[config.mk]
export PLATFORM = sky130hd
export DESIGN_NAME = rop_top
export DESIGN_NICKNAME = d
export VERILOG_FILES = /design/src/design/rop_pkg.sv /design/src/design/rop_top.sv /design/src/design/rop_merge.sv /design/src/design/rop_blend.sv /design/src/design/rop_depth_test.sv /design/src/design/rop_req_arb.sv
export SDC_FILE = /design/constraint.sdc
export NUM_CORES = 1
export LEC_CHECK = 0
export BUFFER_PORTS_ARGS = -buffer_cell sky130_fd_sc_hd__buf_4
export CAP_MARGIN = 20
export CORE_MARGIN = 1
export CORE_UTILIZATION = 59
export DETAILED_ROUTE_END_ITERATION = 6
export PLACE_DENSITY = 0.85
export SLEW_MARGIN = 20
export SYNTH_ARGS = -nofsm -noshare
export SYNTH_HDL_FRONTEND = slang
export SYNTH_HIERARCHICAL = 1
export SYNTH_SLANG_ARGS = --single-unit
[constraint.sdc]
create_clock -name clk -period 10.9 [get_ports clk]
set_clock_uncertainty 0.15 [all_clocks]
set_input_delay 2.18 -clock clk [delete_from_list [all_inputs] [get_ports clk]]
set_output_delay 2.18 -clock clk [all_outputs]
set_load 0.01 [all_outputs]
[src/design/rop_pkg.sv]
package rop_pkg;

    // ======================================
    // widths
    // ======================================

    // fragment tag.
    localparam int UUID_BITS  = 8;

    // screen position per axis.
    localparam int DIM_BITS   = 10;

    // unsigned depth value.
    localparam int DEPTH_BITS = 24;

    // packed rgba, channel 0 in the low byte.
    localparam int COLOR_BITS = 32;
    localparam int CHAN_BITS  = COLOR_BITS / 4;

    // ======================================
    // opcodes and states
    // ======================================

    // src depth is compared against dst depth.
    typedef enum logic [2:0] {
        NEVER    = 3'd0,
        LESS     = 3'd1,
        EQUAL    = 3'd2,
        LEQUAL   = 3'd3,
        GREATER  = 3'd4,
        NOTEQUAL = 3'd5,
        GEQUAL   = 3'd6,
        ALWAYS   = 3'd7
    } depth_func_t;

    typedef enum logic [1:0] {
        REPLACE = 2'd0,
        ADD_SAT = 2'd1,
        MUL     = 2'd2,
        MAX     = 2'd3
    } blend_op_t;

    // merge output slot.
    typedef enum logic {
        EMPTY = 1'b0,
        FULL  = 1'b1
    } merge_state_t;

endpackage
[src/design/rop_top.sv]
module rop_top (
    input  logic                              clk,
    input  logic                              arst_n,

    input  logic                              req0_valid,
    output logic                              req0_ready,
    input  logic [rop_pkg::UUID_BITS-1:0]     req0_uuid,
    input  logic                              req0_mask,
    input  logic [rop_pkg::DIM_BITS-1:0]      req0_pos_x,
    input  logic [rop_pkg::DIM_BITS-1:0]      req0_pos_y,
    input  logic [rop_pkg::COLOR_BITS-1:0]    req0_color,
    input  logic [rop_pkg::DEPTH_BITS-1:0]    req0_depth,
    input  logic [rop_pkg::COLOR_BITS-1:0]    req0_dst_color,
    input  logic [rop_pkg::DEPTH_BITS-1:0]    req0_dst_depth,

    input  logic                              req1_valid,
    output logic                              req1_ready,
    input  logic [rop_pkg::UUID_BITS-1:0]     req1_uuid,
    input  logic                              req1_mask,
    input  logic [rop_pkg::DIM_BITS-1:0]      req1_pos_x,
    input  logic [rop_pkg::DIM_BITS-1:0]      req1_pos_y,
    input  logic [rop_pkg::COLOR_BITS-1:0]    req1_color,
    input  logic [rop_pkg::DEPTH_BITS-1:0]    req1_depth,
    input  logic [rop_pkg::COLOR_BITS-1:0]    req1_dst_color,
    input  logic [rop_pkg::DEPTH_BITS-1:0]    req1_dst_depth,

    // static, changed only while idle.
    input  rop_pkg::depth_func_t              depth_func,
    input  rop_pkg::blend_op_t                blend_op,
    input  logic                              depth_write_en,

    output logic                              wr_valid,
    input  logic                              wr_ready,
    output logic [rop_pkg::UUID_BITS-1:0]     wr_uuid,
    output logic [rop_pkg::DIM_BITS-1:0]      wr_pos_x,
    output logic [rop_pkg::DIM_BITS-1:0]      wr_pos_y,
    output logic [rop_pkg::COLOR_BITS-1:0]    wr_color,
    output logic [rop_pkg::DEPTH_BITS-1:0]    wr_depth,
    output logic                              wr_color_we,
    output logic                              wr_depth_we
);

    // arbiter fork, shared fragment fields.
    logic                              dt_valid;
    logic                              dt_ready;
    logic                              bl_valid;
    logic                              bl_ready;
    logic [rop_pkg::UUID_BITS-1:0]     uuid;
    logic                              mask;
    logic [rop_pkg::DIM_BITS-1:0]      pos_x;
    logic [rop_pkg::DIM_BITS-1:0]      pos_y;
    logic [rop_pkg::COLOR_BITS-1:0]    color;
    logic [rop_pkg::DEPTH_BITS-1:0]    depth;
    logic [rop_pkg::COLOR_BITS-1:0]    dst_color;
    logic [rop_pkg::DEPTH_BITS-1:0]    dst_depth;

    // unit results into the merge.
    logic                              dt_out_valid;
    logic                              dt_out_ready;
    logic                              dt_out_pass;
    logic                              dt_out_mask;
    logic [rop_pkg::DEPTH_BITS-1:0]    dt_out_depth;
    logic [rop_pkg::UUID_BITS-1:0]     dt_out_uuid;
    logic [rop_pkg::DIM_BITS-1:0]      dt_out_pos_x;
    logic [rop_pkg::DIM_BITS-1:0]      dt_out_pos_y;
    logic                              bl_out_valid;
    logic                              bl_out_ready;
    logic [rop_pkg::COLOR_BITS-1:0]    bl_out_color;

    rop_req_arb i_arb (.*);

    rop_depth_test i_depth (.*, .in_valid(dt_valid), .in_ready(dt_ready));

    rop_blend i_blend (
        .*,
        .in_valid  (bl_valid),
        .in_ready  (bl_ready),
        .out_valid (bl_out_valid),
        .out_color (bl_out_color),
        .out_ready (bl_out_ready)
    );

    rop_merge i_merge (.*);

endmodule

[src/design/rop_merge.sv]
module rop_merge (
    input  logic                              clk,
    input  logic                              arst_n,

    input  logic                              dt_out_valid,
    output logic                              dt_out_ready,
    input  logic                              dt_out_pass,
    input  logic                              dt_out_mask,
    input  logic [rop_pkg::DEPTH_BITS-1:0]    dt_out_depth,
    input  logic [rop_pkg::UUID_BITS-1:0]     dt_out_uuid,
    input  logic [rop_pkg::DIM_BITS-1:0]      dt_out_pos_x,
    input  logic [rop_pkg::DIM_BITS-1:0]      dt_out_pos_y,

    input  logic                              bl_out_valid,
    output logic                              bl_out_ready,
    input  logic [rop_pkg::COLOR_BITS-1:0]    bl_out_color,

    input  logic                              depth_write_en,

    output logic                              wr_valid,
    input  logic                              wr_ready,
    output logic [rop_pkg::UUID_BITS-1:0]     wr_uuid,
    output logic [rop_pkg::DIM_BITS-1:0]      wr_pos_x,
    output logic [rop_pkg::DIM_BITS-1:0]      wr_pos_y,
    output logic [rop_pkg::COLOR_BITS-1:0]    wr_color,
    output logic [rop_pkg::DEPTH_BITS-1:0]    wr_depth,
    output logic                              wr_color_we,
    output logic                              wr_depth_we
);

    rop_pkg::merge_state_t state;
    logic                  join_fire;

    assign wr_valid = (state == rop_pkg::FULL);

    // both units are popped together, results pair up in stream order.
    assign join_fire    = dt_out_valid && bl_out_valid && (!wr_valid || wr_ready);
    assign dt_out_ready = join_fire;
    assign bl_out_ready = join_fire;

    always_ff @(posedge clk or negedge arst_n) begin
        if (!arst_n) begin
            state <= rop_pkg::EMPTY;
        end else if (join_fire) begin
            state <= rop_pkg::FULL;
        end else if (wr_ready) begin
            state <= rop_pkg::EMPTY;
        end
    end

    always_ff @(posedge clk) begin
        if (join_fire) begin
            wr_uuid     <= dt_out_uuid;
            wr_pos_x    <= dt_out_pos_x;
            wr_pos_y    <= dt_out_pos_y;
            wr_color    <= bl_out_color;
            wr_depth    <= dt_out_depth;
            wr_color_we <= dt_out_mask && dt_out_pass;
            wr_depth_we <= dt_out_mask && dt_out_pass && depth_write_en;
        end
    end

    a_pop_both: assert property (@(posedge clk) disable iff (!arst_n)
        (dt_out_valid && dt_out_ready) == (bl_out_valid && bl_out_ready));

endmodule

[src/design/rop_blend.sv]
module rop_blend (
    input  logic                              clk,
    input  logic                              arst_n,

    input  logic                              in_valid,
    output logic                              in_ready,
    input  logic [rop_pkg::COLOR_BITS-1:0]    color,
    input  logic [rop_pkg::COLOR_BITS-1:0]    dst_color,

    input  rop_pkg::blend_op_t                blend_op,

    output logic                              out_valid,
    output logic [rop_pkg::COLOR_BITS-1:0]    out_color,
    input  logic                              out_ready
);

    logic                                s1_valid;
    logic                                s2_ready;
    logic [3:0][rop_pkg::CHAN_BITS-1:0]  s1_src;
    logic [3:0][rop_pkg::CHAN_BITS:0]    s1_sum;
    logic [3:0][2*rop_pkg::CHAN_BITS-1:0] s1_prod;
    logic [3:0][rop_pkg::CHAN_BITS-1:0]  s1_max;
    logic [3:0][rop_pkg::CHAN_BITS-1:0]  blend_res;

    // each stage moves when the next one is empty or draining.
    assign s2_ready = !out_valid || out_ready;
    assign in_ready = !s1_valid || s2_ready;

    always_ff @(posedge clk or negedge arst_n) begin
        if (!arst_n) begin
            s1_valid  <= 1'b0;
            out_valid <= 1'b0;
        end else begin
            if (in_ready) begin
                s1_valid <= in_valid;
            end
            if (s2_ready) begin
                out_valid <= s1_valid;
            end
        end
    end

    // ======================================
    // stage 1: per-channel intermediates
    // ======================================

    always_ff @(posedge clk) begin
        if (in_valid && in_ready) begin
            for (int i = 0; i < 4; i++) begin
                s1_src[i]  <= color[i*rop_pkg::CHAN_BITS +: rop_pkg::CHAN_BITS];
                s1_sum[i]  <= {1'b0, color[i*rop_pkg::CHAN_BITS +: rop_pkg::CHAN_BITS]}
                            + {1'b0, dst_color[i*rop_pkg::CHAN_BITS +: rop_pkg::CHAN_BITS]};
                s1_prod[i] <= color[i*rop_pkg::CHAN_BITS +: rop_pkg::CHAN_BITS]
                            * dst_color[i*rop_pkg::CHAN_BITS +: rop_pkg::CHAN_BITS];
                s1_max[i]  <= (color[i*rop_pkg::CHAN_BITS +: rop_pkg::CHAN_BITS] >
                               dst_color[i*rop_pkg::CHAN_BITS +: rop_pkg::CHAN_BITS]) ?
                              color[i*rop_pkg::CHAN_BITS +: rop_pkg::CHAN_BITS] :
                              dst_color[i*rop_pkg::CHAN_BITS +: rop_pkg::CHAN_BITS];
            end
        end
    end

    // ======================================
    // stage 2: select and saturate
    // ======================================

    always_comb begin
        for (int i = 0; i < 4; i++) begin
            case (blend_op)
                rop_pkg::REPLACE: blend_res[i] = s1_src[i];
                // carry out of the sum clamps to 255.
                rop_pkg::ADD_SAT: blend_res[i] = s1_sum[i][rop_pkg::CHAN_BITS] ?
                                                 '1 : s1_sum[i][rop_pkg::CHAN_BITS-1:0];
                rop_pkg::MUL:     blend_res[i] = s1_prod[i][2*rop_pkg::CHAN_BITS-1 -:
                                                            rop_pkg::CHAN_BITS];
                rop_pkg::MAX:     blend_res[i] = s1_max[i];
                default:          blend_res[i] = s1_src[i];
            endcase
        end
    end

    always_ff @(posedge clk) begin
        if (s1_valid && s2_ready) begin
            out_color <= blend_res;
        end
    end

    a_s2_hold: assert property (@(posedge clk) disable iff (!arst_n)
        out_valid && !out_ready |=> out_valid && $stable(out_color));

endmodule

[src/design/rop_depth_test.sv]
module rop_depth_test (
    input  logic                              clk,
    input  logic                              arst_n,

    input  logic                              in_valid,
    output logic                              in_ready,
    input  logic [rop_pkg::UUID_BITS-1:0]     uuid,
    input  logic                              mask,
    input  logic [rop_pkg::DIM_BITS-1:0]      pos_x,
    input  logic [rop_pkg::DIM_BITS-1:0]      pos_y,
    input  logic [rop_pkg::DEPTH_BITS-1:0]    depth,
    input  logic [rop_pkg::DEPTH_BITS-1:0]    dst_depth,

    input  rop_pkg::depth_func_t              depth_func,

    output logic                              dt_out_valid,
    input  logic                              dt_out_ready,
    output logic                              dt_out_pass,
    output logic                              dt_out_mask,
    output logic [rop_pkg::DEPTH_BITS-1:0]    dt_out_depth,
    output logic [rop_pkg::UUID_BITS-1:0]     dt_out_uuid,
    output logic [rop_pkg::DIM_BITS-1:0]      dt_out_pos_x,
    output logic [rop_pkg::DIM_BITS-1:0]      dt_out_pos_y
);

    logic pass;
    logic load;

    // unsigned compare of src against dst.
    always_comb begin
        case (depth_func)
            rop_pkg::NEVER:    pass = 1'b0;
            rop_pkg::LESS:     pass = depth <  dst_depth;
            rop_pkg::EQUAL:    pass = depth == dst_depth;
            rop_pkg::LEQUAL:   pass = depth <= dst_depth;
            rop_pkg::GREATER:  pass = depth >  dst_depth;
            rop_pkg::NOTEQUAL: pass = depth != dst_depth;
            rop_pkg::GEQUAL:   pass = depth >= dst_depth;
            rop_pkg::ALWAYS:   pass = 1'b1;
            default:           pass = 1'b0;
        endcase
    end

    assign in_ready = !dt_out_valid || dt_out_ready;
    assign load     = in_valid && in_ready;

    always_ff @(posedge clk or negedge arst_n) begin
        if (!arst_n) begin
            dt_out_valid <= 1'b0;
        end else if (in_ready) begin
            dt_out_valid <= in_valid;
        end
    end

    always_ff @(posedge clk) begin
        if (load) begin
            dt_out_pass  <= pass;
            dt_out_mask  <= mask;
            dt_out_depth <= depth;
            dt_out_uuid  <= uuid;
            dt_out_pos_x <= pos_x;
            dt_out_pos_y <= pos_y;
        end
    end

    a_out_hold: assert property (@(posedge clk) disable iff (!arst_n)
        dt_out_valid && !dt_out_ready |=> dt_out_valid &&
            $stable({dt_out_pass, dt_out_mask, dt_out_depth, dt_out_uuid,
                     dt_out_pos_x, dt_out_pos_y}));

endmodule

[src/design/rop_req_arb.sv]
module rop_req_arb (
    input  logic                              clk,
    input  logic                              arst_n,

    input  logic                              req0_valid,
    output logic                              req0_ready,
    input  logic [rop_pkg::UUID_BITS-1:0]     req0_uuid,
    input  logic                              req0_mask,
    input  logic [rop_pkg::DIM_BITS-1:0]      req0_pos_x,
    input  logic [rop_pkg::DIM_BITS-1:0]      req0_pos_y,
    input  logic [rop_pkg::COLOR_BITS-1:0]    req0_color,
    input  logic [rop_pkg::DEPTH_BITS-1:0]    req0_depth,
    input  logic [rop_pkg::COLOR_BITS-1:0]    req0_dst_color,
    input  logic [rop_pkg::DEPTH_BITS-1:0]    req0_dst_depth,

    input  logic                              req1_valid,
    output logic                              req1_ready,
    input  logic [rop_pkg::UUID_BITS-1:0]     req1_uuid,
    input  logic                              req1_mask,
    input  logic [rop_pkg::DIM_BITS-1:0]      req1_pos_x,
    input  logic [rop_pkg::DIM_BITS-1:0]      req1_pos_y,
    input  logic [rop_pkg::COLOR_BITS-1:0]    req1_color,
    input  logic [rop_pkg::DEPTH_BITS-1:0]    req1_depth,
    input  logic [rop_pkg::COLOR_BITS-1:0]    req1_dst_color,
    input  logic [rop_pkg::DEPTH_BITS-1:0]    req1_dst_depth,

    input  logic                              dt_ready,
    input  logic                              bl_ready,
    output logic                              dt_valid,
    output logic                              bl_valid,
    output logic [rop_pkg::UUID_BITS-1:0]     uuid,
    output logic                              mask,
    output logic [rop_pkg::DIM_BITS-1:0]      pos_x,
    output logic [rop_pkg::DIM_BITS-1:0]      pos_y,
    output logic [rop_pkg::COLOR_BITS-1:0]    color,
    output logic [rop_pkg::DEPTH_BITS-1:0]    depth,
    output logic [rop_pkg::COLOR_BITS-1:0]    dst_color,
    output logic [rop_pkg::DEPTH_BITS-1:0]    dst_depth
);

    logic out_full;
    logic take;
    logic accept;
    logic grant0;
    logic grant1;
    logic fire0;
    logic fire1;
    logic rr_ptr;

    // fork only fires when both units can take the fragment.
    assign take     = out_full && dt_ready && bl_ready;
    assign dt_valid = take;
    assign bl_valid = take;
    assign accept   = !out_full || take;

    // rr_ptr low favours port 0.
    assign grant0     = req0_valid && (!req1_valid || !rr_ptr);
    assign grant1     = req1_valid && (!req0_valid || rr_ptr);
    assign req0_ready = accept && grant0;
    assign req1_ready = accept && grant1;
    assign fire0      = req0_valid && req0_ready;
    assign fire1      = req1_valid && req1_ready;

    always_ff @(posedge clk or negedge arst_n) begin
        if (!arst_n) begin
            out_full <= 1'b0;
            rr_ptr   <= 1'b0;
        end else begin
            if (fire0 || fire1) begin
                out_full <= 1'b1;
            end else if (take) begin
                out_full <= 1'b0;
            end
            if (fire0) begin
                rr_ptr <= 1'b1;
            end else if (fire1) begin
                rr_ptr <= 1'b0;
            end
        end
    end

    always_ff @(posedge clk) begin
        if (fire0) begin
            {uuid, mask, pos_x, pos_y} <= {req0_uuid, req0_mask, req0_pos_x, req0_pos_y};
            {color, depth, dst_color, dst_depth} <=
                {req0_color, req0_depth, req0_dst_color, req0_dst_depth};
        end else if (fire1) begin
            {uuid, mask, pos_x, pos_y} <= {req1_uuid, req1_mask, req1_pos_x, req1_pos_y};
            {color, depth, dst_color, dst_depth} <=
                {req1_color, req1_depth, req1_dst_color, req1_dst_depth};
        end
    end

    a_one_grant: assert property (@(posedge clk) disable iff (!arst_n)
        !(fire0 && fire1));

    a_hold_blocked: assert property (@(posedge clk) disable iff (!arst_n)
        out_full && !take |=> out_full &&
            $stable({uuid, mask, pos_x, pos_y, color, depth, dst_color, dst_depth}));

endmodule

==> qor.yml, run 1 <==
synthesis:
  synth_top_area_share: 0.501
  synth_nets: 2570
  synth.avg_cell_area_um2: 13.9
  ys_seq_area_frac: 0.507
  synth-seq-cells: 451
  synth_area_um2: 26700
  ys.flop_type: "edfxtp_1"
  yosys_warnings: 6
  yosys.area.top_type: "edfxtp_1"
  synth-async-reset-ratio: 0.0133
  synthDistinctLibCells: 65
  ys_top_cells_by_area: "edfxtp_1 50%, fa_1 11%, ha_1 10%, inv_1 3.8%, mux2_2 3.7%"
  synth-edff-count: 445
  synth_cells: 1913
min_path:
  whs_path_depth: 0
  hold_start: "i_arb/pos_y[5]"
  worst_hold_path_type: "reg2reg"
  holdPathEnd: "i_depth/dt_out_pos_y[5]"
routing:
  vias: 16300
  antenna_left: 0
  initialDrtViolationCount: 911
  routedWlPerCell_um: 19.8
  dr.pass1.iters: 5
  wirelength_mm: 58.5
  route.detailed.drc: 0
  vias_per_cell: 5.52
die:
  die_y_um: 215
  initial_utilization: 0.600
  core_um2: 44400
  pin_count: 382
  rows: 77
  dieArea_um2: 46100
  dieWidth_um: 215
sta:
  final-hold-violation-count: 0
  layout_setup_ws_ns: 4.37
  max_freq_mhz: 153
  setup-tns-final_ns: 0
  rsz0062_at_grt: "false"
  slew_headroom: 0.299
  fin_crit_ns: 6.53
  slew_violations: 0
  setup_violations: 0
  tightestPinTransition_ns: 1.05
  fin_crit_sh: 0.599
  whs_ns: 0.265
global_route:
  grt_max_degree: 76
  grt_pass1_vias: 17600
  grt_use_total: 0.261
  grt_overflow_total: 0
  antenna_found_initial: 3
  grt_pass1_wl_mm: 92.9
setup_path:
  r2r_end: "i_blend/s1_prod[46]"
  crit_path_max_fanout: 27
  cp-start-kind: "input pin"
  regToRegSetupSlack_ns: 5.31
  crit_path_end_kind: "primary output"
  crit_type: "in2out"
  rr_worst_depth: 16
  r2r_start: "i_arb/color[17]"
  worstPathArrival_ns: 4.20
  cp.required_ns: 8.57
cts:
  postCtsSetupRepairBufs: 0
  clk_path_buf_depth: 3
  clock-root-buffer: "clkbuf_16"
  cts_resized: 0
  cts_tree: "done"
  clkSinkCount: 451
  clock_latency_ns: 0.58
  clk_pin_slew_ns: 0.06
  h-tree-depth: 2
  cts_hold_buf: 0
  cts_buffers: 47
job:
  maxCapViolCount: 0
layout:
  drive_gt1_frac: 0.288
  fill_cells: 2882
  area_delta_synth_final_pct: 18.7
  fin_nets: 2981
run_status:
  status: "complete, no violations"
placement:
  dp_hpwl_mm: 43.2
  preCtsSetupSlack_ns: 4.35
  port_buffers: 381
  place_congestion: 0.937
[cells in the final DEF, fill, tap and decap left out, types with 5 or more instances in the layout]
master / netlist / routed
edfxtp_1: 445 / 445
buf_4: 2 / 388
inv_1: 267 / 267
ha_1: 220 / 220
fa_1: 144 / 144
and2_1: 131 / 128
mux2_2: 88 / 88
nand2_1: 86 / 86
nor2_1: 75 / 75
a21oi_1: 60 / 59
mux2_4: 54 / 54
clkbuf_16: 0 / 48
xnor2_1: 39 / 39
or2_2: 32 / 32
mux4_2: 32 / 32
o21ai_0: 31 / 31
o21bai_1: 28 / 28
xor2_1: 15 / 15
clkbuf_1: 5 / 14
mux2_1: 14 / 14
nand3_1: 11 / 11
o21a_1: 9 / 9
a21o_1: 9 / 9
nand4_1: 9 / 9
nand2b_1: 8 / 8
nor2b_1: 7 / 7
and3_1: 6 / 6
dfrtp_1: 6 / 6
bufinv_16: 0 / 5
o31ai_1: 5 / 5
[routing by layer]
layer / up-vias / GRT usage / routed length, um
li1: 7518 / - / -
met1: 8073 / 0.323 / 23200
met5: - / 0 / 0
met2: 552 / 0.457 / 30200
met4: 0 / 0.108 / 2350
met3: 135 / 0.0393 / 2770
[cell type report]
class | instances | area [um2] | area share
Clock inverter | 19 | 245 | 0.00775
Sequential cell | 451 | 13500 | 0.427
Timing Repair Buffer | 388 | 2910 | 0.0920
Inverter | 268 | 1010 | 0.0318
Antenna cell | 1 | 2.50 | 0.0000790
Clock buffer | 62 | 1250 | 0.0396
Multi-Input combinational cell | 1168 | 12000 | 0.379
Tap cell | 592 | 741 | 0.0234
[logic make-up after synthesis]
logic type | after synthesis | synth area share
DFF | 451 | 0.507
and+or+nand+nor | 384 | 0.0763
adders and majority gates | 364 | 0.211
buffers and inverters | 294 | 0.0444
muxes | 190 | 0.101
AOI/OAI and AO/OA | 176 | 0.0422
xor gates and xnor gates | 54 | 0.0177
[sequential cells by signal, indices dropped and copies added, names as in the netlist, 24 cells and up]
register / count
i_blend/s1_sum: 36
i_arb/color: 32
i_arb/dst_color: 32
i_blend/out_color: 32
i_blend/s1_max: 32
i_blend/s1_prod: 32
i_blend/s1_src: 32
i_merge/wr_color: 32
i_arb/depth: 24
i_arb/dst_depth: 24
i_depth/dt_out_depth: 24
i_merge/wr_depth: 24
[metrics by stage]
stage          instance area, um2  utilization  cells
3_5_place_dp                30200        0.679   2866
6_report                    31700        0.713   2949
4_1_cts                     31700        0.713   2947
2_1_floorplan               26700            -   1913
3_3_place_gp                30200        0.679   2866
5_1_grt                     31700        0.713   2949
[synth_stat cells (39+ instances only)]
master	number
a21oi_1	60
ha_1	220
mux2_2	88
mux2_4	54
fa_1	144
and2_1	131
nand2_1	86
nor2_1	75
xnor2_1	39
inv_1	267
edfxtp_1	445
[worst max-delay path by stage]
stage | startpoint | to | depth (start not counted) | slack [ns]
detailed placement | wr_ready | req0_ready | 8 | 4.35
CTS | wr_ready | req0_ready | 8 | 4.36
finish | wr_ready | req0_ready | 8 | 4.37
floorplan | wr_ready | i_arb/color[0] | 10 | 1.44
global placement | wr_ready | req0_ready | 8 | 4.50
global route | wr_ready | req0_ready | 8 | 4.25
[worst max-delay path, stage by stage]
cell and delay, ns:
buf_4 0.09, inv_1 0.06, a21oi_4 0.56, nand3b_1 0.28, a21bo_2 0.22, nand3_4 0.36, inv_2 0.27, buf_4 0.17
Power of run 1 is not shown: default switching activity piles up to over one toggle a cycle in this logic, so the estimate is an artifact.
==> run 2, diff against run 1 <==
==> constraint.sdc (replaced) <==
create_clock -name clk -period 6.3 [get_ports clk]
set_clock_uncertainty 0.15 [all_clocks]
set_input_delay 1.26 -clock clk [delete_from_list [all_inputs] [get_ports clk]]
set_output_delay 1.26 -clock clk [all_outputs]
set_load 0.01 [all_outputs]
==> run 2 against run 1 <==
- clock-buffer cell count shrank 10
- utilization up 0.14 points
- register-to-register slack worse by 4.4 ns
- die area stayed put
- first-iteration DRC count up 21%
- global-route usage is 1.3 points higher
- worst hold slack worse by 0.0077 ns
- flip-flop and latch count stayed put
- critical path depth grew 8
- final cell count up 0.24%
- highest routed layer is now met5
==> qor.yml, run 2 (synthesis gave the netlist of run 1 again) <==
run_status:
  status: "complete, no violations"
min_path:
  holdPathEnd: "i_merge/wr_color[6]"
  whs_path_depth: 0  # unchanged
  worst_hold_path_type: "reg2reg"
  hold_start: "i_blend/out_color[6]"
routing:
  vias_per_cell: 5.52  # about the same
  dr.pass1.iters: 5  # unchanged
  vias: 16300  # +0.17%
  initialDrtViolationCount: 1106  # +21%
  routedWlPerCell_um: 20.6  # +3.9%
  wirelength_mm: 60.9  # +4.1%
  antenna_left: 0  # unchanged
  route.detailed.drc: 0  # unchanged
setup_path:
  cp.required_ns: 6.46  # -2.11 ns
  worstPathArrival_ns: 5.54  # +1.34 ns
  rr_worst_depth: 16  # unchanged
  startpoint: "i_arb/color[17]"
  crit_type: "reg2reg"
  crit_path_max_fanout: 7  # -74%
  max_stage_delay_ns: 0.54  # -0.02 ns
  regToRegSetupSlack_ns: 0.92  # -4.39 ns
  cp-start-kind: "flop"
  path_cells: "inv_1 > nor2_1 > fa_1 > fa_1 > inv_1 > fa_1 > fa_1 > inv_1 > ha_1 > a2111oi_0 > o21ai_0 > o21ai_0 > o21ai_0 > a221oi_1 > o21bai_1 > xor2_1"
  r2r_start: "i_arb/color[17]"
  crit_path_top_delay_cell: "fa_1"
  crit_path_end_kind: "flop"
  cpMostUsedCell: "fa_1"
  r2r_end: "i_blend/s1_prod[46]"
sta:
  slew_violations: 0  # unchanged
  tightestPinTransition_ns: 1.01  # -0.0445 ns
  rsz0062_at_grt: "false"
  setup_violations: 0  # unchanged
  slew_headroom: 0.329  # +0.0297
  fin_crit_ns: 5.38
  fin_crit_sh: 0.854
  setup-tns-final_ns: 0  # unchanged
  max_freq_mhz: 186
  final-hold-violation-count: 0  # unchanged
cts:
  clock-root-buffer: "clkbuf_16"
  clk_path_buf_depth: 3  # unchanged
  clock_latency_ns: 0.59  # about the same
  cts_buffers: 47  # unchanged
  h-tree-depth: 2  # unchanged
  postCtsSetupRepairBufs: 0  # unchanged
  cts_tree: "done"
  cts_resized: 0  # unchanged
  clkSinkCount: 451  # unchanged
  cts_hold_buf: 0  # unchanged
  clk_pin_slew_ns: 0.07  # about the same
die:
  dieWidth_um: 215  # unchanged
  die_y_um: 215  # unchanged
  pin_count: 382  # unchanged
  dieArea_um2: 46100  # unchanged
  core_um2: 44400  # unchanged
  rows: 77  # unchanged
  initial_utilization: 0.600  # unchanged
layout:
  largest_reg_flops: 36  # unchanged
  regMostFlops: "i_blend/s1_sum"
  mostFrequentLayoutCell: "edfxtp_1"
  drive_gt1_frac: 0.291  # +0.00326
  area_delta_synth_final_pct: 19.0
  mostFrequentLayoutCells: "445 x edfxtp_1, 391 x buf_4, 267 x inv_1, 220 x ha_1, 144 x fa_1"
  fin_nets: 2985  # +0.13%
  antenna_cells: 0  # -1
placement:
  port_buffers: 381  # unchanged
  place_congestion: 0.968  # +3.2%
  dp_hpwl_mm: 45.3  # +4.8%
global_route:
  antenna_found_initial: 4  # +1
  grt_max_degree: 72  # -5.3%
  grt_overflow_total: 0  # unchanged
  grt_pass1_wl_mm: 96.2  # +3.6%
  grt_use_total: 0.273  # +0.0127
  grt_pass1_vias: 17600  # +0.17%
job:
  maxCapViolCount: 0  # unchanged
run 2: worst max path at each step:
stage | to | depth (start not counted)
2_1_floorplan | i_arb/color[0] | 10
3_3_place_gp | i_blend/s1_prod[46] | 16
3_5_place_dp | i_blend/s1_prod[46] | 16
4_1_cts | i_blend/s1_prod[63] | 16
5_1_grt | i_blend/s1_prod[46] | 16
6_report | i_blend/s1_prod[46] | 16
run 2: through the flow:
stage	util	hold slack (ns)	setup slack [ns]	area (um2)	instances
after floorplan	-	0.250	0.146	26700	1913
after detailed placement	0.680	0.255	0.946	30200	2870
after global routing	0.714	0.266	0.521	31700	2956
after global placement	0.680	0.250	1.02	30200	2870
final	0.714	0.257	0.919	31700	2956
after CTS	0.714	0.258	0.931	31700	2955
run 2: critical path, delay by kind of cell (launching register included):
kind,cells,cell delay (ns)
adders and majority gates,5,2.29
AOI/OAI and AO/OA,6,1.58
DFF,1,0.47
buffers and inverters,3,0.37
xor gates and xnor gates,1,0.15
and+or+nand+nor,1,0.12
run 2: final cells by class:
type | count | area [um2]
clock buffers | 52 | 1190
clock inverters | 33 | 339
fillers | 2954 | 12700
inverters | 268 | 1010
multi-input cells | 1168 | 12000
flip-flops and latches | 451 | 13500
well taps | 592 | 741
repair buffers | 392 | 2940
run 2: per-layer routing:
layer | share of wire | up-vias | GRT usage
met4 | 0.040 | 4 | 0.110
li1 | - | 7527 | -
met1 | 0.40 | 8087 | 0.347
met2 | 0.51 | 544 | 0.471
met5 | 0.00043 | - | 0
met3 | 0.052 | 144 | 0.0430
Power of run 2 is left out for the same reason.
